File: src/logic/isa_pkg.sv
`default_nettype none

package isa_pkg;

    // architectural register count
    localparam int arch_regs = 8;

    // word addresses, one instruction per address
    typedef logic [7:0]  addr_t;
    typedef logic [15:0] data_t;
    typedef logic [2:0]  reg_idx_t;

    // codes 8 to 15 are unassigned and decode as illegal
    typedef enum logic [3:0] {
        op_add  = 4'd0,
        op_sub  = 4'd1,
        op_and  = 4'd2,
        op_xor  = 4'd3,
        op_addi = 4'd4,
        op_li   = 4'd5,
        op_beq  = 4'd6,
        op_halt = 4'd7
    } opcode_e;

    // instruction word layout, msb first
    typedef struct packed {
        logic [3:0] opcode;   // raw code, may fall outside opcode_e
        reg_idx_t   rd;
        reg_idx_t   rs1;
        reg_idx_t   rs2;
        logic [2:0] spare;
        data_t      imm;
    } inst_t;

    // commit status
    typedef enum logic [1:0] {
        no_error     = 2'd0,
        halted       = 2'd1,
        illegal_inst = 2'd2
    } exception_e;

endpackage

`default_nettype wire
File: src/logic/pipe_pkg.sv
`default_nettype none

package pipe_pkg;

    import isa_pkg::*;

    // reorder buffer depth
    localparam int rob_size = 8;

    typedef logic [$clog2(rob_size)-1:0] rob_tag_t;

    // fetch to decode
    typedef struct packed {
        logic  valid;
        inst_t inst;
        addr_t pc;
    } fetch_packet_t;

    // decode to back end
    typedef struct packed {
        logic     valid;
        opcode_e  opcode;
        reg_idx_t rd;
        reg_idx_t rs1;
        reg_idx_t rs2;
        data_t    imm;
        logic     writes_rd;
        logic     is_branch;
        logic     illegal;
        addr_t    pc;
    } decode_packet_t;

    // fetch steering from commit
    typedef struct packed {
        logic  valid;
        addr_t target;
    } redirect_t;

    // one retired instruction
    typedef struct packed {
        logic       valid;
        logic       wr_en;
        reg_idx_t   wr_idx;
        data_t      wr_data;
        addr_t      npc;
        exception_e status;
    } commit_packet_t;

    // execute writeback into the rob
    typedef struct packed {
        logic     valid;
        rob_tag_t tag;
        data_t    value;
        logic     taken;
        addr_t    target;
    } exec_result_t;

endpackage

`default_nettype wire

File: src/logic/cpu.sv
`timescale 1ns/1ps
`default_nettype none

module cpu
    import isa_pkg::*;
    import pipe_pkg::*;
(
    input  wire logic  clock,
    input  wire logic  rst_n,
    input  wire logic  imem_req_ready,
    input  wire logic  imem_rsp_valid,
    input  wire inst_t imem_rsp_data,
    output logic       imem_req_valid,
    output addr_t      imem_req_addr,
    output logic       commit_valid,
    output logic       commit_wr_en,
    output reg_idx_t   commit_wr_idx,
    output data_t      commit_wr_data,
    output addr_t      commit_npc,
    output exception_e commit_status
);

    fetch_packet_t  fetch_packet;
    fetch_packet_t  if_id_reg;
    decode_packet_t decode_packet;
    decode_packet_t id_ooo_reg;

    // back end feedback
    logic           stall;      // rob full or source hazard
    logic           halt;
    redirect_t      redirect;   // valid doubles as squash
    commit_packet_t commit_packet;

    ////////////////////////////////////////////////////////////
    // fetch
    ////////////////////////////////////////////////////////////

    stage_fetch fetch_i (
        .clock          (clock),
        .rst_n          (rst_n),
        .stall          (stall),
        .halt           (halt),
        .redirect       (redirect),
        .imem_req_ready (imem_req_ready),
        .imem_rsp_valid (imem_rsp_valid),
        .imem_rsp_data  (imem_rsp_data),
        .imem_req_valid (imem_req_valid),
        .imem_req_addr  (imem_req_addr),
        .fetch_packet   (fetch_packet)
    );

    // squash wins over stall
    always_ff @(posedge clock) begin
        if (!rst_n || redirect.valid) begin
            if_id_reg <= '0;
        end else if (!stall) begin
            if_id_reg <= fetch_packet;
        end
    end

    ////////////////////////////////////////////////////////////
    // decode
    ////////////////////////////////////////////////////////////

    stage_decode decode_i (
        .fetch_packet  (if_id_reg),
        .decode_packet (decode_packet)
    );

    always_ff @(posedge clock) begin
        if (!rst_n || redirect.valid) begin
            id_ooo_reg <= '0;
        end else if (!stall) begin
            id_ooo_reg <= decode_packet;
        end
    end

    ////////////////////////////////////////////////////////////
    // back end
    ////////////////////////////////////////////////////////////

    ooo ooo_i (
        .clock         (clock),
        .rst_n         (rst_n),
        .decode_packet (id_ooo_reg),
        .stall         (stall),
        .halt          (halt),
        .redirect      (redirect),
        .commit_packet (commit_packet)
    );

    // commit port
    assign commit_valid   = commit_packet.valid;
    assign commit_wr_en   = commit_packet.wr_en;
    assign commit_wr_idx  = commit_packet.wr_idx;
    assign commit_wr_data = commit_packet.wr_data;
    assign commit_npc     = commit_packet.npc;
    assign commit_status  = commit_packet.status;

endmodule

`default_nettype wire

File: src/logic/ooo.sv
`timescale 1ns/1ps
`default_nettype none

module ooo
    import isa_pkg::*;
    import pipe_pkg::*;
(
    input  wire logic           clock,
    input  wire logic           rst_n,
    input  wire decode_packet_t decode_packet,
    output logic                stall,
    output logic                halt,
    output redirect_t           redirect,
    output commit_packet_t      commit_packet
);

    // in-flight writers per architectural register
    logic [$clog2(rob_size+1)-1:0] sb_count [arch_regs];
    logic [arch_regs-1:0]          sb_inc;
    logic [arch_regs-1:0]          sb_dec;

    logic         rob_full;
    logic         squash;
    logic         hazard;
    logic         issue_valid;
    rob_tag_t     issue_tag;
    exec_result_t exec_result;

    ////////////////////////////////////////////////////////////
    // issue control
    ////////////////////////////////////////////////////////////

    // any source with a pending writer waits
    assign hazard = (sb_count[decode_packet.rs1] != '0)
                 || (sb_count[decode_packet.rs2] != '0);

    assign stall       = decode_packet.valid && (rob_full || hazard);
    assign issue_valid = decode_packet.valid && !stall;

    // fetch latches this pulse
    assign halt = commit_packet.valid && (commit_packet.status != no_error);

    always_comb begin
        for (int r = 0; r < arch_regs; r++) begin
            sb_inc[r] = issue_valid && decode_packet.writes_rd
                     && (decode_packet.rd == reg_idx_t'(r));
            sb_dec[r] = commit_packet.valid && commit_packet.wr_en
                     && (commit_packet.wr_idx == reg_idx_t'(r));
        end
    end

    // squash empties the rob, so no writer survives
    always_ff @(posedge clock) begin
        if (!rst_n || squash) begin
            for (int r = 0; r < arch_regs; r++) begin
                sb_count[r] <= '0;
            end
        end else begin
            for (int r = 0; r < arch_regs; r++) begin
                sb_count[r] <= sb_count[r] + sb_inc[r] - sb_dec[r];
            end
        end
    end

    ////////////////////////////////////////////////////////////
    // rob and execute
    ////////////////////////////////////////////////////////////

    reorder_buffer rob_i (
        .clock         (clock),
        .rst_n         (rst_n),
        .alloc_valid   (issue_valid),
        .alloc_packet  (decode_packet),
        .exec_result   (exec_result),
        .alloc_tag     (issue_tag),
        .full          (rob_full),
        .commit_packet (commit_packet),
        .redirect      (redirect),
        .squash        (squash)
    );

    exec_unit exec_i (
        .clock         (clock),
        .rst_n         (rst_n),
        .issue_valid   (issue_valid),
        .issue_packet  (decode_packet),
        .issue_tag     (issue_tag),
        .commit_packet (commit_packet),
        .squash        (squash),
        .exec_result   (exec_result)
    );

endmodule

`default_nettype wire

File: src/logic/exec_unit.sv
`timescale 1ns/1ps
`default_nettype none

module exec_unit
    import isa_pkg::*;
    import pipe_pkg::*;
(
    input  wire logic           clock,
    input  wire logic           rst_n,
    input  wire logic           issue_valid,
    input  wire decode_packet_t issue_packet,
    input  wire rob_tag_t       issue_tag,
    input  wire commit_packet_t commit_packet,
    input  wire logic           squash,
    output exec_result_t        exec_result
);

    // architectural state, committed values only
    data_t regs [arch_regs];

    data_t src_a;
    data_t src_b;
    data_t alu_value;
    logic  taken;
    addr_t target;

    always_ff @(posedge clock) begin
        if (!rst_n) begin
            for (int r = 0; r < arch_regs; r++) begin
                regs[r] <= '0;
            end
        end else if (commit_packet.valid && commit_packet.wr_en) begin
            regs[commit_packet.wr_idx] <= commit_packet.wr_data;
        end
    end

    // scoreboard guarantees no pending writer, so the file is current
    assign src_a = regs[issue_packet.rs1];
    assign src_b = regs[issue_packet.rs2];

    ////////////////////////////////////////////////////////////
    // alu and branch compare
    ////////////////////////////////////////////////////////////

    always_comb begin
        alu_value = '0;
        taken     = 1'b0;
        // pc + 1 + offset, wraps in 8 bits
        target    = issue_packet.pc + 8'd1 + issue_packet.imm[7:0];
        case (issue_packet.opcode)
            op_add:  alu_value = src_a + src_b;
            op_sub:  alu_value = src_a - src_b;
            op_and:  alu_value = src_a & src_b;
            op_xor:  alu_value = src_a ^ src_b;
            op_addi: alu_value = src_a + issue_packet.imm;
            op_li:   alu_value = issue_packet.imm;
            op_beq:  taken     = (src_a == src_b);
            // halt and illegal only need the done flag
            default: alu_value = '0;
        endcase
    end

    // one cycle to the rob
    always_ff @(posedge clock) begin
        exec_result.tag    <= issue_tag;
        exec_result.value  <= alu_value;
        exec_result.taken  <= taken;
        exec_result.target <= target;
        if (!rst_n || squash) begin
            exec_result.valid <= 1'b0;
        end else begin
            exec_result.valid <= issue_valid;
        end
    end

endmodule

`default_nettype wire

File: src/logic/reorder_buffer.sv
`timescale 1ns/1ps
`default_nettype none

module reorder_buffer
    import isa_pkg::*;
    import pipe_pkg::*;
(
    input  wire logic           clock,
    input  wire logic           rst_n,
    input  wire logic           alloc_valid,
    input  wire decode_packet_t alloc_packet,
    input  wire exec_result_t   exec_result,
    output rob_tag_t            alloc_tag,
    output logic                full,
    output commit_packet_t      commit_packet,
    output redirect_t           redirect,
    output logic                squash
);

    typedef struct packed {
        reg_idx_t   rd;
        logic       writes_rd;
        logic       is_branch;
        logic       done;       // result written by execute
        logic       taken;
        data_t      value;
        addr_t      target;
        addr_t      npc;        // fall-through address
        exception_e status;
    } rob_entry_t;

    rob_entry_t entries [rob_size];

    rob_tag_t                      head;
    rob_tag_t                      tail;
    logic [$clog2(rob_size+1)-1:0] count;
    logic                          stopped;    // halt or illegal retired

    rob_entry_t head_entry;
    logic       do_commit;

    ////////////////////////////////////////////////////////////
    // head and commit
    ////////////////////////////////////////////////////////////

    assign head_entry = entries[head];
    assign full       = (count == rob_size);
    assign alloc_tag  = tail;

    // retire the head in the cycle it is done
    assign do_commit = (count != '0) && head_entry.done && !stopped;

    // predicted not taken, so a taken branch squashes everything younger
    assign squash          = do_commit && head_entry.is_branch && head_entry.taken;
    assign redirect.valid  = squash;
    assign redirect.target = head_entry.target;

    assign commit_packet.valid   = do_commit;
    assign commit_packet.wr_en   = do_commit && head_entry.writes_rd;
    assign commit_packet.wr_idx  = head_entry.rd;
    assign commit_packet.wr_data = head_entry.value;
    assign commit_packet.npc     = head_entry.taken ? head_entry.target : head_entry.npc;
    assign commit_packet.status  = head_entry.status;

    ////////////////////////////////////////////////////////////
    // pointers
    ////////////////////////////////////////////////////////////

    always_ff @(posedge clock) begin
        if (!rst_n || squash) begin
            head  <= '0;
            tail  <= '0;
            count <= '0;
        end else begin
            if (alloc_valid) begin
                tail <= tail + 1'b1;
            end
            if (do_commit) begin
                head <= head + 1'b1;
            end
            count <= count + alloc_valid - do_commit;
        end
    end

    // sticky until reset
    always_ff @(posedge clock) begin
        if (!rst_n) begin
            stopped <= 1'b0;
        end else if (do_commit && (head_entry.status != no_error)) begin
            stopped <= 1'b1;
        end
    end

    // entry storage
    always_ff @(posedge clock) begin
        if (alloc_valid) begin
            entries[tail].rd        <= alloc_packet.rd;
            entries[tail].writes_rd <= alloc_packet.writes_rd;
            entries[tail].is_branch <= alloc_packet.is_branch;
            entries[tail].done      <= 1'b0;
            entries[tail].npc       <= alloc_packet.pc + 1'b1;
            if (alloc_packet.illegal) begin
                entries[tail].status <= illegal_inst;
            end else if (alloc_packet.opcode == op_halt) begin
                entries[tail].status <= halted;
            end else begin
                entries[tail].status <= no_error;
            end
        end
        // tag is always an allocated slot, never the tail
        if (exec_result.valid) begin
            entries[exec_result.tag].value  <= exec_result.value;
            entries[exec_result.tag].taken  <= exec_result.taken;
            entries[exec_result.tag].target <= exec_result.target;
            entries[exec_result.tag].done   <= 1'b1;
        end
    end

endmodule

`default_nettype wire

File: src/logic/stage_decode.sv
`timescale 1ns/1ps
`default_nettype none

module stage_decode
    import isa_pkg::*;
    import pipe_pkg::*;
(
    input  wire fetch_packet_t fetch_packet,
    output decode_packet_t     decode_packet
);

    inst_t inst;

    assign inst = fetch_packet.inst;

    always_comb begin
        // raw fields
        decode_packet.valid     = fetch_packet.valid;
        decode_packet.pc        = fetch_packet.pc;
        decode_packet.rd        = inst.rd;
        decode_packet.rs1       = inst.rs1;
        decode_packet.rs2       = inst.rs2;
        decode_packet.imm       = inst.imm;
        decode_packet.opcode    = op_halt;
        decode_packet.writes_rd = 1'b0;
        decode_packet.is_branch = 1'b0;
        decode_packet.illegal   = 1'b0;

        case (inst.opcode)
            op_add, op_sub, op_and, op_xor: begin
                decode_packet.opcode    = opcode_e'(inst.opcode);
                decode_packet.writes_rd = 1'b1;
            end
            op_addi, op_li: begin
                decode_packet.opcode    = opcode_e'(inst.opcode);
                decode_packet.writes_rd = 1'b1;
                // rs2 unused, alias rs1 so the scoreboard sees one source
                decode_packet.rs2       = inst.rs1;
            end
            op_beq: begin
                decode_packet.opcode    = op_beq;
                decode_packet.is_branch = 1'b1;
            end
            op_halt: begin
                decode_packet.opcode = op_halt;
            end
            default: begin
                // retires like halt, status marks it illegal
                decode_packet.illegal = 1'b1;
            end
        endcase
    end

endmodule

`default_nettype wire

File: src/logic/stage_fetch.sv
`timescale 1ns/1ps
`default_nettype none

module stage_fetch
    import isa_pkg::*;
    import pipe_pkg::*;
(
    input  wire logic      clock,
    input  wire logic      rst_n,
    input  wire logic      stall,
    input  wire logic      halt,
    input  wire redirect_t redirect,
    input  wire logic      imem_req_ready,
    input  wire logic      imem_rsp_valid,
    input  wire inst_t     imem_rsp_data,
    output logic           imem_req_valid,
    output addr_t          imem_req_addr,
    output fetch_packet_t  fetch_packet
);

    addr_t         pc;          // next address to request
    logic          pending;     // accepted, response not back yet
    logic          drop;        // in-flight response is from a squashed path
    logic          halt_seen;
    fetch_packet_t held;        // response parked under stall

    logic req_fire;
    logic rsp_fire;
    logic held_next;
    logic issue_ok;

    assign req_fire = imem_req_valid && imem_req_ready;
    assign rsp_fire = pending && imem_rsp_valid;

    // parked packet first, else the live response
    always_comb begin
        if (held.valid) begin
            fetch_packet = held;
        end else begin
            fetch_packet.valid = rsp_fire && !drop;
            fetch_packet.inst  = imem_rsp_data;
            // addr register is stable while the request is outstanding
            fetch_packet.pc    = imem_req_addr;
        end
    end

    // packet still waiting after this edge
    assign held_next = fetch_packet.valid && stall;

    // one request at a time, none while a packet waits
    assign issue_ok = !halt_seen && !halt && !imem_req_valid
                   && (!pending || rsp_fire) && !held_next;

    always_ff @(posedge clock) begin
        if (!rst_n) begin
            imem_req_valid <= 1'b0;
            imem_req_addr  <= '0;
            pc             <= '0;
            pending        <= 1'b0;
            drop           <= 1'b0;
            halt_seen      <= 1'b0;
            held           <= '0;
        end else begin
            if (redirect.valid) begin
                pc      <= redirect.target;
                held    <= '0;
                // whatever is still outstanding belongs to the old path
                drop    <= imem_req_valid || (pending && !imem_rsp_valid);
                pending <= req_fire || (pending && !imem_rsp_valid);
                // an unaccepted request stays up, addr unchanged
                imem_req_valid <= imem_req_valid && !imem_req_ready;
            end else begin
                if (req_fire) begin
                    imem_req_valid <= 1'b0;
                    pending        <= 1'b1;
                end
                if (rsp_fire) begin
                    pending <= 1'b0;
                    drop    <= 1'b0;
                end
                held <= held_next ? fetch_packet : '0;
                if (issue_ok) begin
                    imem_req_valid <= 1'b1;
                    imem_req_addr  <= pc;
                    pc             <= pc + 1'b1;
                end
            end
            if (halt) begin
                halt_seen <= 1'b1;
            end
        end
    end

endmodule

`default_nettype wire

File: config.mk
export PLATFORM = sky130hd
export DESIGN_NAME = cpu
export DESIGN_NICKNAME = d
export VERILOG_FILES = /design/src/logic/isa_pkg.sv /design/src/logic/pipe_pkg.sv /design/src/logic/cpu.sv /design/src/logic/ooo.sv /design/src/logic/exec_unit.sv /design/src/logic/reorder_buffer.sv /design/src/logic/stage_decode.sv /design/src/logic/stage_fetch.sv
export SDC_FILE = /design/constraint.sdc
export NUM_CORES = 1
export LEC_CHECK = 0
export BUFFER_PORTS_ARGS = -buffer_cell sky130_fd_sc_hd__buf_2
export CAP_MARGIN = 15
export CORE_UTILIZATION = 40
export DETAILED_ROUTE_END_ITERATION = 12
export GPL_TIMING_DRIVEN = 0
export PLACE_DENSITY = 0.57
export RECOVER_POWER = 25
export SYNTH_ARGS = -nofsm -noshare
export SYNTH_HDL_FRONTEND = slang
export SYNTH_SLANG_ARGS = --single-unit
File: constraint.sdc
create_clock -name clock -period 13.6 [get_ports clock]
set_clock_uncertainty 0.05 [all_clocks]
set_input_delay 2.04 -clock clock [delete_from_list [all_inputs] [get_ports clock]]
set_output_delay 2.04 -clock clock [all_outputs]
set_load 0.03 [all_outputs]
Yosys cells after proc, flatten, opt, wreduce, memory -nomap -nowiden
Memories as Yosys holds them, arrays and structs flattened. A register that Yosys moved wholly into a read port is not among the register bits.
Index checks and enable logic that the tools add are counted.
Word-level totals
  register bits: 179
  memories kept: 3
  bits in read-only memories: 0
  latch bits: 0
  output and inout port bits: 40
  bits of input ports: 36
  memory bits (writable): 488
Operators by class
  add/sub/neg operators: 26
  order comparisons: 0
  multiply operators: 0
  shift operators: 0
  bitwise gates (word level): 15
  multiplexer cells: 63
  divide/modulo/power cells: 0
  equality and inequality tests: 30
  reduce and logical (&&, ||, !) cells: 70
Memories
  ooo_i.rob_i.entries: depth 8, bits a word 41, rd ports 1, clocked after Yosys merged registers in 1, wr ports 2, line reorder_buffer.sv:32  | rob_entry_t entries [rob_size];
  ooo_i.exec_i.regs: depth 8, bits a word 16, rd ports 2, clocked after Yosys merged registers in 2, wr ports 8, line exec_unit.sv:19  | data_t regs [arch_regs];
  ooo_i.sb_count: depth 8, bits a word 4, rd ports 10, clocked after Yosys merged registers in 2, wr ports 8, line ooo.sv:18  | logic [$clog2(rob_size+1)-1:0] sb_count [arch_regs];
Operator list (number)
  16-bit one-hot mux with 6 select lines: 1
  41-bit two-way mux: 1
  4-bit by 1-bit adder with 4-bit output: 9
  1-bit logical AND: 36
  3-bit two-way mux: 12
  4-bit by 1-bit subtractor with 4-bit output: 9
  1-bit two-way mux: 34
  16-bit adder: 2
  4-bit by 3-bit == test with 1-bit output, second input constant: 8
  4-bit two-way mux: 8
  3-bit == test, second input constant: 8
  8-bit two-way mux: 3
  8-bit by 1-bit adder with 8-bit output, second input constant: 2
  16-bit AND: 1
  16-bit == test: 1
  4-bit by 2-bit == test with 1-bit output, second input constant: 4
  16-bit two-way mux: 1
  16-bit OR reduction: 1
  16-bit subtractor: 1
  16-bit XOR: 1
  3-bit by 2-bit == test with 1-bit output, second input constant: 4
  4-bit nonzero test: 3
  1-bit zero test: 10
  1-bit OR: 10
  18 further kinds: 34

Logic depth before layout (Yosys ltp)
Gate-level depths: netlist of run 1.
  word-level depth: 11
  gate-level depth with buffers: 16

Hierarchy
Synthesis of run 1 repeated with hierarchy kept, for this count alone.
Unflattened totals
  cells, all modules: 2274
  area, all modules: 31604.1 µm²
By module, submodules not included
  reorder_buffer: area an instance 13390.3 µm², seq. area each 10049.6 µm², instances 1, cells each 640
  exec_unit: area an instance 9953.3 µm², seq. area each 4424.2 µm², instances 1, cells each 816
  cpu: area an instance 3001.6 µm², seq. area each 1641.6 µm², instances 1, cells each 265
  stage_fetch: area an instance 2658.8 µm², seq. area each 1221.2 µm², instances 1, cells each 259
  ooo: area an instance 2268.4 µm², seq. area each 640.6 µm², instances 1, cells each 250
  stage_decode: area an instance 331.6 µm², seq. area each 0.0 µm², instances 1, cells each 44

Worst setup path before layout of run 1
No wires, ideal clock.
  kind: flip-flop to output port
  from: reg (tool-made name)
  to: out commit_npc[5]
  stages on the path, launching flop included: 9
  data arrival time: 2417 ps
  setup slack: 9093 ps
  path through: dfxtp_1 buf_6 buf_2 buf_2 clkbuf_1 clkbuf_1 mux4_2 mux2i_1 mux2i_1
RTL lines
  end, declared: line cpu.sv:19  | output addr_t commit_npc,

==> flow_metrics.env, run 1 <==
export IMPL_status="finished with violations"
export IMPL_violations="capacitance limit, slew limit"
export IMPL_path_buf_inv=6
export IMPL_swShare_pct=31.64
export IMPL_synthesis_nets=2297
export IMPL_async_reset_ff_share_pct=0
export IMPL_synth_simple_area_share_pct=8.308
export IMPL_setup_tns_final_ns=0
export IMPL_synthXorXnorAreaFrac_pct=2.224
export IMPL_timing_fmax_ghz=0.1579
export IMPL_p_switching_mw=1.931
export IMPL_crit_fanout=10
export IMPL_power_share_clock_pct=30.8
export IMPL_pin_count=76
export IMPL_drt_iter0_markers=1622
export IMPL_setup_viol=0
export IMPL_slew_viol_final=48
export IMPL_leakagePower_nw=12.56
export IMPL_wire_per_inst_um=23.29
export IMPL_post_cts_resized=0
export IMPL_dpl_cell_area_sq_um=31950
export IMPL_pwr_share_comb_pct=27.2
export IMPL_cp_top_family="buffers and inverters"
export IMPL_slowest_stage="mux2i_1"
export IMPL_ant_nets=0
export IMPL_final_core_util_pct=46.60
export IMPL_place_congestion=0.8801
export IMPL_stdcell_area_sq_um=34230
export IMPL_core_area_sq_um=73450
export IMPL_maxCapViolCount=2
export IMPL_synth_cells=2154
export IMPL_cts_buffer_depth=3
export IMPL_gr_total_overflow=0
export IMPL_finalCriticalPeriod_ns=6.335
export IMPL_insertion_delay_ns=0.62
export IMPL_gr_usage_all_layers_pct=20.74
export IMPL_grt_pass1_vias=18370
export IMPL_path_common_cell="buf_2"
export IMPL_rsz0062_at_grt="no"
export IMPL_use_met3_pct=2.697
export IMPL_antenna_found_initial=5
export IMPL_max_slew_margin_pct=-21.23
export IMPL_regArea_sq_um=17960
export IMPL_p_seq_share_pct=42.0
export IMPL_die_w_um=275.5
export IMPL_peakVddDrop_mv=0.08575
export IMPL_ys_ff_latch=673
export IMPL_p_int_mw=4.173
export IMPL_grt_max_degree=24
export IMPL_fill_cells=6412
export IMPL_finalCritPeriodShare_pct=46.58
export IMPL_root_buffer="clkbuf_16"
export IMPL_area_growth_pct=14.37
export IMPL_yosysSeqAreaShare_pct=60.01
export IMPL_fin_nets=2478
export IMPL_dieHeight_um=275.5
export IMPL_synth_compound_area_share_pct=5.251
export IMPL_cts_tree="built"
export IMPL_grtUsageMet1_pct=29.26
export IMPL_avgSynthCellArea_sq_um=13.89
export IMPL_via_per_inst=5.458
export IMPL_crit_chain="buf_6, buf_2, buf_2, clkbuf_1, mux4_2, mux2i_1, inv_1, buf_2"
export IMPL_ys_warn_count=0
export IMPL_die_area_sq_um=75910
export IMPL_via_count=18300
export IMPL_postCtsSetupBuffers=0
export IMPL_wl_um=78090
export IMPL_rows=99
export IMPL_initial_utilization_pct=40.74
export IMPL_gr_max_usage_layer="met2"
export IMPL_placed_cells=3214
export IMPL_hold_class="reg2reg"
export IMPL_largest_reg_flops=328
export IMPL_drc=0
export IMPL_cp_start_kind="flip-flop"
export IMPL_required_ns=11.51
export IMPL_path_class="reg2out"
export IMPL_pwr_density_cell_nw_per_um2=178.3
export IMPL_final_cells=3353
export IMPL_cts_reportedPaths_clkPinSlew_ns=0.06
export IMPL_tightest_slew_ns=1.818
export IMPL_hold_violations=0
export IMPL_multi_input_area_sq_um=11130
export IMPL_drtPass1Iterations=7
export IMPL_yosys_area_share_adder_pct=4.775
export IMPL_worstPathArrival_ns=4.24
export IMPL_cts_buffers=71
export IMPL_power_total_mw=6.104
export IMPL_port_buffers=71
export IMPL_synth_main_ff_cell="edfxtp_1"
export IMPL_critPathCaptureType="primary output"
export IMPL_clock_sinks=673
export IMPL_grt_pass1_wl_um=115300
export IMPL_drive_gt1_share_pct=18.80
export IMPL_ctsHoldBuffers=0
export IMPL_htree_levels=3
export IMPL_synth_top_family_by_area="multiplexers"
export IMPL_synthMuxAreaShare_pct=16.40
export IMPL_synth_area_sq_um=29930
export IMPL_min_from="ooo_i.rob_i.alloc_tag[2]"
export IMPL_grt_use_met2_pct=33.22
export IMPL_synthDistinctLibCells=68
export IMPL_dpl_hpwl_um=56600
export IMPL_synth_edf_count=448
export IMPL_cpPeakStageDelay_ns=0.88
[final timing paths]
check,depth (start not counted),slack [ns],end
max reg2reg,15,7.76,ooo_i.exec_i.exec_result[23]
min,0,0.27,ooo_i.exec_i.exec_result[27]
max,8,7.27,commit_wr_data[9]
min reg2reg,0,0.27,ooo_i.exec_i.exec_result[27]
[cell usage after synthesis (all sizes together) (39+ instances only)]
cell type | instances | area share (%)
ha | 95 | 4.0
dfxtp | 225 | 15
buf | 61 | 1.2
a211oi | 55 | 1.4
mux4 | 150 | 11
mux2i | 123 | 4.2
o21ai | 41 | 0.69
nor2 | 321 | 4.0
edfxtp | 448 | 45
a21oi | 60 | 1.0
clkbuf | 52 | 0.65
inv | 97 | 1.2
nand2 | 80 | 1.0
xnor2 | 39 | 1.1
[logic make-up after synthesis]
kind of cell             Yosys count
AO/OA/AOI/OAI                    233
XOR/XNOR                          76
adder cells (fa/ha/maj)          107
buffers and inverters            210
flip-flops                       673
multiplexers                     297
AND/OR/NAND/NOR                  558
[metrics by stage]
stage                     worst slack, ns  hold WS [ns]
after CTS                           7.137        0.2731
after global routing                7.102        0.2809
after global placement              7.745        0.2901
after floorplan                     9.093        0.2790
after detailed placement            7.747        0.2887
final                               7.265        0.2717
[placed cells by master, fill, tap and decap left out, types with 10 or more instances in the layout]
cell       Yosys  layout
a21o_1        18      18
mux2i_1      122     122
nand2b_1      17      17
a222oi_1      12      12
buf_1         13      13
a211oi_1      54      54
a21oi_1       60      60
buf_2         37     108
fa_1          12      12
ha_1          95      95
clkbuf_8       0      11
edfxtp_1     448     448
nor2_1       321     317
o21ai_0       33      33
nor3_1        17      15
nand3_1       24      24
nor4_1        11      10
mux2_2        24      24
and3_1        29      29
inv_1         96      96
nand2_1       76      76
xnor2_1       39      39
buf_6          9      18
buf_4          2      20
dfxtp_1      225     225
clkbuf_16      0      74
clkbuf_1      52      71
mux4_2       146     146
clkinv_1       0      13
xor2_1        37      37
and2_1        15      15
[metal layers]
layer	share of wire, %	routed length (um)
met1	45	35030
met2	47	36860
met3	5.5	4303
met4	2.4	1870
met5	0.028	22
[cell type report]
class	count	share of cell area, %
Antenna cell	1	0.007311
Buffer	113	1.594
Clock buffer	102	6.039
Clock inverter	29	0.6361
Inverter	97	1.064
Multi-Input combinational cell	1271	32.51
Sequential cell	673	52.47
Tap cell	959	3.506
Timing Repair Buffer	108	2.175
[power groups by stage]
| stage | Combinational [mW] | Sequential, mW | Clock (mW) |
|---|---|---|---|
| after detailed placement | 1.64 | 2.61 | 0 |
| after global placement | 1.60 | 2.59 | 0 |
| after CTS | 1.65 | 2.56 | 1.92 |
| after global routing | 1.81 | 2.59 | 1.99 |
| final | 1.66 | 2.56 | 1.88 |
| after floorplan | 1.17 | 2.55 | 0 |
Note: power is estimated with default switching activity, not from simulation.
==> inputs of run 2 (changes only) <==
ABC_AREA = 1   (was default)
PLACE_DENSITY = 0.59   (was 0.57)
clock period = 5.55 ns   (was 13.6 ns; I/O delays follow)
==> flow_metrics.env, run 2 <==
export IMPL_via_per_inst=5.309
export IMPL_drc=0
export IMPL_final_core_util_pct=46.01
export IMPL_die_area_sq_um=78150
export IMPL_whs_path_depth=0
export IMPL_place_congestion=0.9092
export IMPL_rsz0062_at_grt="no"
export IMPL_final_cell_mix="555 x nor2_1, 448 x edfxtp_1, 442 x o21ai_0"
export IMPL_min_from="ooo_i.rob_i.alloc_tag[2]"
export IMPL_maxCapViolCount=1
export IMPL_drt_iter0_markers=2311
export IMPL_hold_violations=0
export IMPL_hold_class="reg2reg"
export IMPL_status="finished with violations"
export IMPL_die_w_um=279.5
export IMPL_leakagePower_nw=13.25
export IMPL_htree_levels=3
export IMPL_cts_buffer_depth=3
export IMPL_dieHeight_um=279.5
export IMPL_setup_viol=0
export IMPL_reg2regPathDepth=19
export IMPL_place_ws_ns=1.018
export IMPL_cts_buffers=73
export IMPL_wl_um=89500
export IMPL_root_buffer="clkbuf_16"
export IMPL_drive_gt1_share_pct=8.829
export IMPL_slew_viol_final=22
export IMPL_grt_pass1_vias=22650
export IMPL_finalCriticalPeriod_ns=4.749
export IMPL_setup_slack_ns=0.8012
export IMPL_rows=101
export IMPL_ant_nets=0
export IMPL_gr_usage_all_layers_pct=22.88
export IMPL_synth_area_leaders="edfxtp_1 44%, dfxtp_1 15%, o21ai_0 7.2%"
export IMPL_critPathCaptureType="primary output"
export IMPL_synth_area_sq_um=30810
export IMPL_insertion_delay_ns=0.63
export IMPL_pwr_density_cell_nw_per_um2=425.6
export IMPL_initial_utilization_pct=40.50
export IMPL_finalCritPeriodShare_pct=85.56
export IMPL_synth_most_common_cell="nor2_1"
export IMPL_synth_main_ff_cell="edfxtp_1"
export IMPL_synthesis_nets=3365
export IMPL_largest_reg_flops=328
export IMPL_dpl_hpwl_um=64690
export IMPL_required_ns=4.67
export IMPL_hold_end="ooo_i.exec_i.exec_result[27]"
export IMPL_cts_reportedPaths_clkPinSlew_ns=0.07
export IMPL_pin_count=76
export IMPL_core_area_sq_um=76080
export IMPL_ys_warn_count=0
export IMPL_cp_start_kind="flip-flop"
export IMPL_port_buffers=71
export IMPL_max_slew_margin_pct=-3.756
export IMPL_path_class="reg2out"
export IMPL_worstPathArrival_ns=3.87
export IMPL_yosysSeqAreaShare_pct=58.28
export IMPL_ys_ff_latch=673
export IMPL_wire_per_inst_um=20.05
export IMPL_path_common_cell="clkbuf_1"
export IMPL_reg2reg_slack_ns=0.92
export IMPL_synth_top_cell_area_share_pct=43.66
export IMPL_cts_tree="built"
export IMPL_postCtsSetupBuffers=0
export IMPL_async_reset_ff_share_pct=0
export IMPL_synth_edf_count=448
export IMPL_setup_tns_final_ns=0
export IMPL_grt_max_degree=26
export IMPL_slowest_stage="clkbuf_1"
export IMPL_fill_cells=7319
export IMPL_area_growth_pct=13.59
export IMPL_drtPass1Iterations=6
export IMPL_post_cts_resized=0
export IMPL_layout_commonest_cell="nor2_1"
export IMPL_cpPeakStageDelay_ns=0.54
export IMPL_crit_fanout=10
export IMPL_fin_nets=3515
export IMPL_antenna_found_initial=0
export IMPL_gr_total_overflow=0
export IMPL_r2r_end="ooo_i.exec_i.exec_result[19]"
export IMPL_grt_pass1_wl_um=136300
export IMPL_yosys_top_cells_count="568 x nor2_1, 448 x edfxtp_1, 442 x o21ai_0"
export IMPL_synth_area_leader_cell="edfxtp_1"
export IMPL_timing_fmax_ghz=0.2106
export IMPL_synthDistinctLibCells=56
export IMPL_clock_sinks=673
export IMPL_synth_cells=3222
export IMPL_ctsHoldBuffers=0
export IMPL_peakVddDrop_mv=0.2279
export IMPL_avgSynthCellArea_sq_um=9.563
export IMPL_tightest_slew_ns=1.556
export IMPL_via_count=23690
export IMPL_violations="capacitance limit, slew limit"
export IMPL_crit_chain="inv_2, buf_2, clkbuf_1, clkbuf_1, clkbuf_1, o21ai_0, o22ai_1, nand2_1, a31oi_1, buf_2"
## run 2: worst max-delay path by stage
stage / startpoint / endpoint / slack [ns] / depth (start not counted)
global placement: flip-flop / ooo_i.exec_i.exec_result[19] / 1.01 / 21
global route: flip-flop / ooo_i.exec_i.exec_result[19] / 0.51 / 21
detailed placement: flip-flop / ooo_i.exec_i.exec_result[19] / 1.02 / 21
finish: flip-flop / commit_npc[0] / 0.80 / 10
CTS: flip-flop / commit_npc[0] / 0.75 / 10
floorplan: flip-flop / ooo_i.exec_i.exec_result[19] / 2.27 / 21
## run 2: report_power, final
part | switching (mW) | internal (mW) | leakage [nW]
logic | 2.69 | 1.07 | 5.97
registers | 0.344 | 5.82 | 6.09
clock network | 2.05 | 2.91 | 1.19
total | 5.09 | 9.81 | 13.2
## run 2: area by class of cell
type	count	area, sq um	area share (%)
Inverter	276	1041	2.974
Multi-Input combinational cell	2105	11120	31.77
Sequential cell	673	17960	51.31
Tap cell	1030	1289	3.682
Antenna cell	1	2.502	0.007150
Clock buffer	98	2014	5.756
Buffer	168	760.7	2.174
Clock inverter	37	432.9	1.237
Timing Repair Buffer	75	381.6	1.090
## run 2: per-stage QoR
| step | hold WS (ns) | cell area, sq um | cells | total power, mW |
|---|---|---|---|---|
| 2_1_floorplan | 0.3140 | 30810 | 3222 | 8.634 |
| 3_3_place_gp | 0.3321 | 32460 | 4323 | 9.936 |
| 3_5_place_dp | 0.3293 | 32570 | 4327 | 9.973 |
| 4_1_cts | 0.3416 | 35020 | 4462 | 14.91 |
| 5_1_grt | 0.3574 | 35000 | 4462 | 15.57 |
| 6_report | 0.3463 | 35000 | 4463 | 14.89 |
## run 2: cells by family after synthesis
family          Yosys count  synth area share [%]
fa+ha+maj               107                 4.637
compound gates          861                 14.91
xor+xnor                 49                 1.393
flops                   673                 58.28
mux                      30                0.9746
simple gates           1058                 13.96
buf+inv                 444                 5.848
## run 2: routing by layer
layer | wire length [um] | GRT usage [%]
met5 | 0 | 0
met4 | 2279 | 6.950
met3 | 5101 | 2.636
met2 | 42570 | 38.32
met1 | 39550 | 31.04
## run 2: critical path, delay by kind of cell (launching register included)
family | cells | cell delay [ns]
simple gates | 1 | 0.07
compound gates | 3 | 0.63
buf+inv | 6 | 2.21
flops | 1 | 0.31
==> inputs of run 3 (changes only) <==
BUFFER_PORTS_ARGS = -buffer_cell sky130_fd_sc_hd__clkbuf_2   (was -buffer_cell sky130_fd_sc_hd__buf_2)
==> flow_metrics.env, run 3 (synthesized netlist as in run 2, its figures left out) <==
export IMPL_ant_nets=0
export IMPL_antenna_found_initial=0
export IMPL_p_seq_share_pct=41.0
export IMPL_tightest_slew_ns=1.012
export IMPL_slew_viol_final=0
export IMPL_clock_sinks=673
export IMPL_grt_use_met2_pct=37.72
export IMPL_post_cts_resized=0
export IMPL_cts_reportedPaths_clkPinSlew_ns=0.06
export IMPL_hold_end="ooo_i.exec_i.exec_result[27]"
export IMPL_root_buffer="clkbuf_16"
export IMPL_area_growth_pct=14.13
export IMPL_swShare_pct=33.77
export IMPL_via_count=23490
export IMPL_cts_buffers=74
export IMPL_layout_commonest_cell="nor2_1"
export IMPL_fin_nets=3519
export IMPL_die_area_sq_um=78150
export IMPL_peakVddDrop_mv=0.2393
export IMPL_min_from="ooo_i.rob_i.alloc_tag[2]"
export IMPL_gr_usage_all_layers_pct=22.61
export IMPL_port_buffers=71
export IMPL_finalCritPeriodShare_pct=86.40
export IMPL_drive_gt1_share_pct=9.078
export IMPL_insertion_delay_ns=0.62
export IMPL_leakagePower_nw=13.34
export IMPL_largest_reg_flops=328
export IMPL_pin_count=76
export IMPL_ctsHoldBuffers=0
export IMPL_reg2reg_slack_ns=0.96
export IMPL_timing_fmax_ghz=0.2085
export IMPL_postCtsSetupBuffers=0
export IMPL_use_met3_pct=2.560
export IMPL_drtPass1Iterations=5
export IMPL_final_cell_mix="556 x nor2_1, 448 x edfxtp_1, 442 x o21ai_0"
export IMPL_grt_max_degree=26
export IMPL_maxCapViolCount=0
export IMPL_power_share_clock_pct=34.1
export IMPL_p_int_mw=9.958
export IMPL_wire_per_inst_um=19.87
export IMPL_required_ns=4.67
export IMPL_dpl_hpwl_um=64940
export IMPL_whs_path_depth=0
export IMPL_via_per_inst=5.257
export IMPL_r2r_end="ooo_i.exec_i.exec_result[19]"
export IMPL_hold_violations=0
export IMPL_gr_max_usage_layer="met2"
export IMPL_grt_pass1_wl_um=134500
export IMPL_status="completed"
export IMPL_max_slew_margin_pct=32.04
export IMPL_cts_buffer_depth=3
export IMPL_cp_start_kind="flip-flop"
export IMPL_drc=0
export IMPL_cts_tree="built"
export IMPL_initial_utilization_pct=40.50
export IMPL_dieHeight_um=279.5
export IMPL_pwr_share_comb_pct=24.9
export IMPL_worstPathArrival_ns=3.91
export IMPL_drt_iter0_markers=2037
export IMPL_fill_cells=7347
export IMPL_grt_pass1_vias=22780
export IMPL_critPathCaptureType="primary output"
export IMPL_htree_levels=3
export IMPL_grtUsageMet1_pct=30.44
export IMPL_setup_viol=0
export IMPL_die_w_um=279.5
export IMPL_place_congestion=0.9278
export IMPL_wl_um=88800
export IMPL_path_class="reg2out"
export IMPL_finalCriticalPeriod_ns=4.795
export IMPL_setup_tns_final_ns=0
export IMPL_core_area_sq_um=76080
export IMPL_crit_fanout=10
export IMPL_gr_total_overflow=0
export IMPL_rows=101
export IMPL_power_total_mw=15.04
export IMPL_p_switching_mw=5.077
export IMPL_reg2regPathDepth=16
export IMPL_hold_class="reg2reg"
export IMPL_rsz0062_at_grt="no"
export IMPL_pwr_density_cell_nw_per_um2=427.6
==> run 3: cell types whose count changed in the layout (fill, tap and decap cells not counted), moves of 4 or more <==
cell	before	now
clkbuf_1	130	121
clkinv_1	10	14
buf_2	94	23
clkbuf_2	0	71
clkbuf_8	3	10
clkinv_4	4	0
==> run 3: cell type report <==
class | count | area (sq um) | area share, %
repair buffers | 78 | 442.9 | 1.260
diodes | 1 | 2.502 | 0.007116
multi-input cells | 2105 | 11120 | 31.62
well taps | 1030 | 1289 | 3.665
plain buffers | 168 | 760.7 | 2.163
clock inverters | 39 | 449.2 | 1.277
clock buffers | 98 | 2106 | 5.988
flip-flops and latches | 673 | 17960 | 51.06
inverters | 276 | 1041 | 2.960
==> run 3: per-stage QoR <==
| step | setup slack (ns) | util, % | area [sq um] | std cells | hold WS, ns |
|---|---|---|---|---|---|
| after global placement | 1.067 | 42.66 | 32460 | 4323 | 0.3293 |
| after global routing | 0.5598 | 46.22 | 35160 | 4467 | 0.3452 |
| after floorplan | 2.269 | - | 30810 | 3222 | 0.3140 |
| after CTS | 0.7177 | 46.22 | 35160 | 4466 | 0.3246 |
| after detailed placement | 1.096 | 42.86 | 32610 | 4329 | 0.3275 |
| final | 0.7546 | 46.23 | 35170 | 4468 | 0.3253 |
==> run 3: layer usage <==
metal,wire length [um],up-vias
met4,2602,0
met1,39460,11270
met3,4862,147
li1,-,11390
met2,41880,684
met5,0,-
==> run 3: power groups by stage <==
stage	clock network [mW]	registers (mW)	logic (mW)
4_1_cts	5.19	6.16	3.72
3_3_place_gp	0	6.25	3.69
6_report	5.12	6.17	3.75
5_1_grt	5.38	6.21	4.13
2_1_floorplan	0	6.17	2.47
3_5_place_dp	0	6.26	3.70
==> run 3: worst max-delay path, stage by stage, from the launching register on <==
cell	delay [ns]
dfxtp_1	0.31
inv_2	0.21
buf_2	0.30
clkbuf_1	0.47
clkbuf_1	0.55
clkbuf_1	0.47
o21ai_0	0.17
o22ai_1	0.18
nand2_1	0.09
a31oi_1	0.27
clkbuf_2	0.25
==> run 3: worst max path at each step <==
stage | endpoint | slack (ns) | cells after the start
after floorplan | ooo_i.exec_i.exec_result[19] | 2.27 | 21
after global placement | ooo_i.exec_i.exec_result[15] | 1.07 | 15
after detailed placement | ooo_i.exec_i.exec_result[19] | 1.10 | 16
after CTS | commit_npc[0] | 0.72 | 10
after global routing | ooo_i.exec_i.exec_result[21] | 0.56 | 20
final | commit_npc[0] | 0.75 | 10
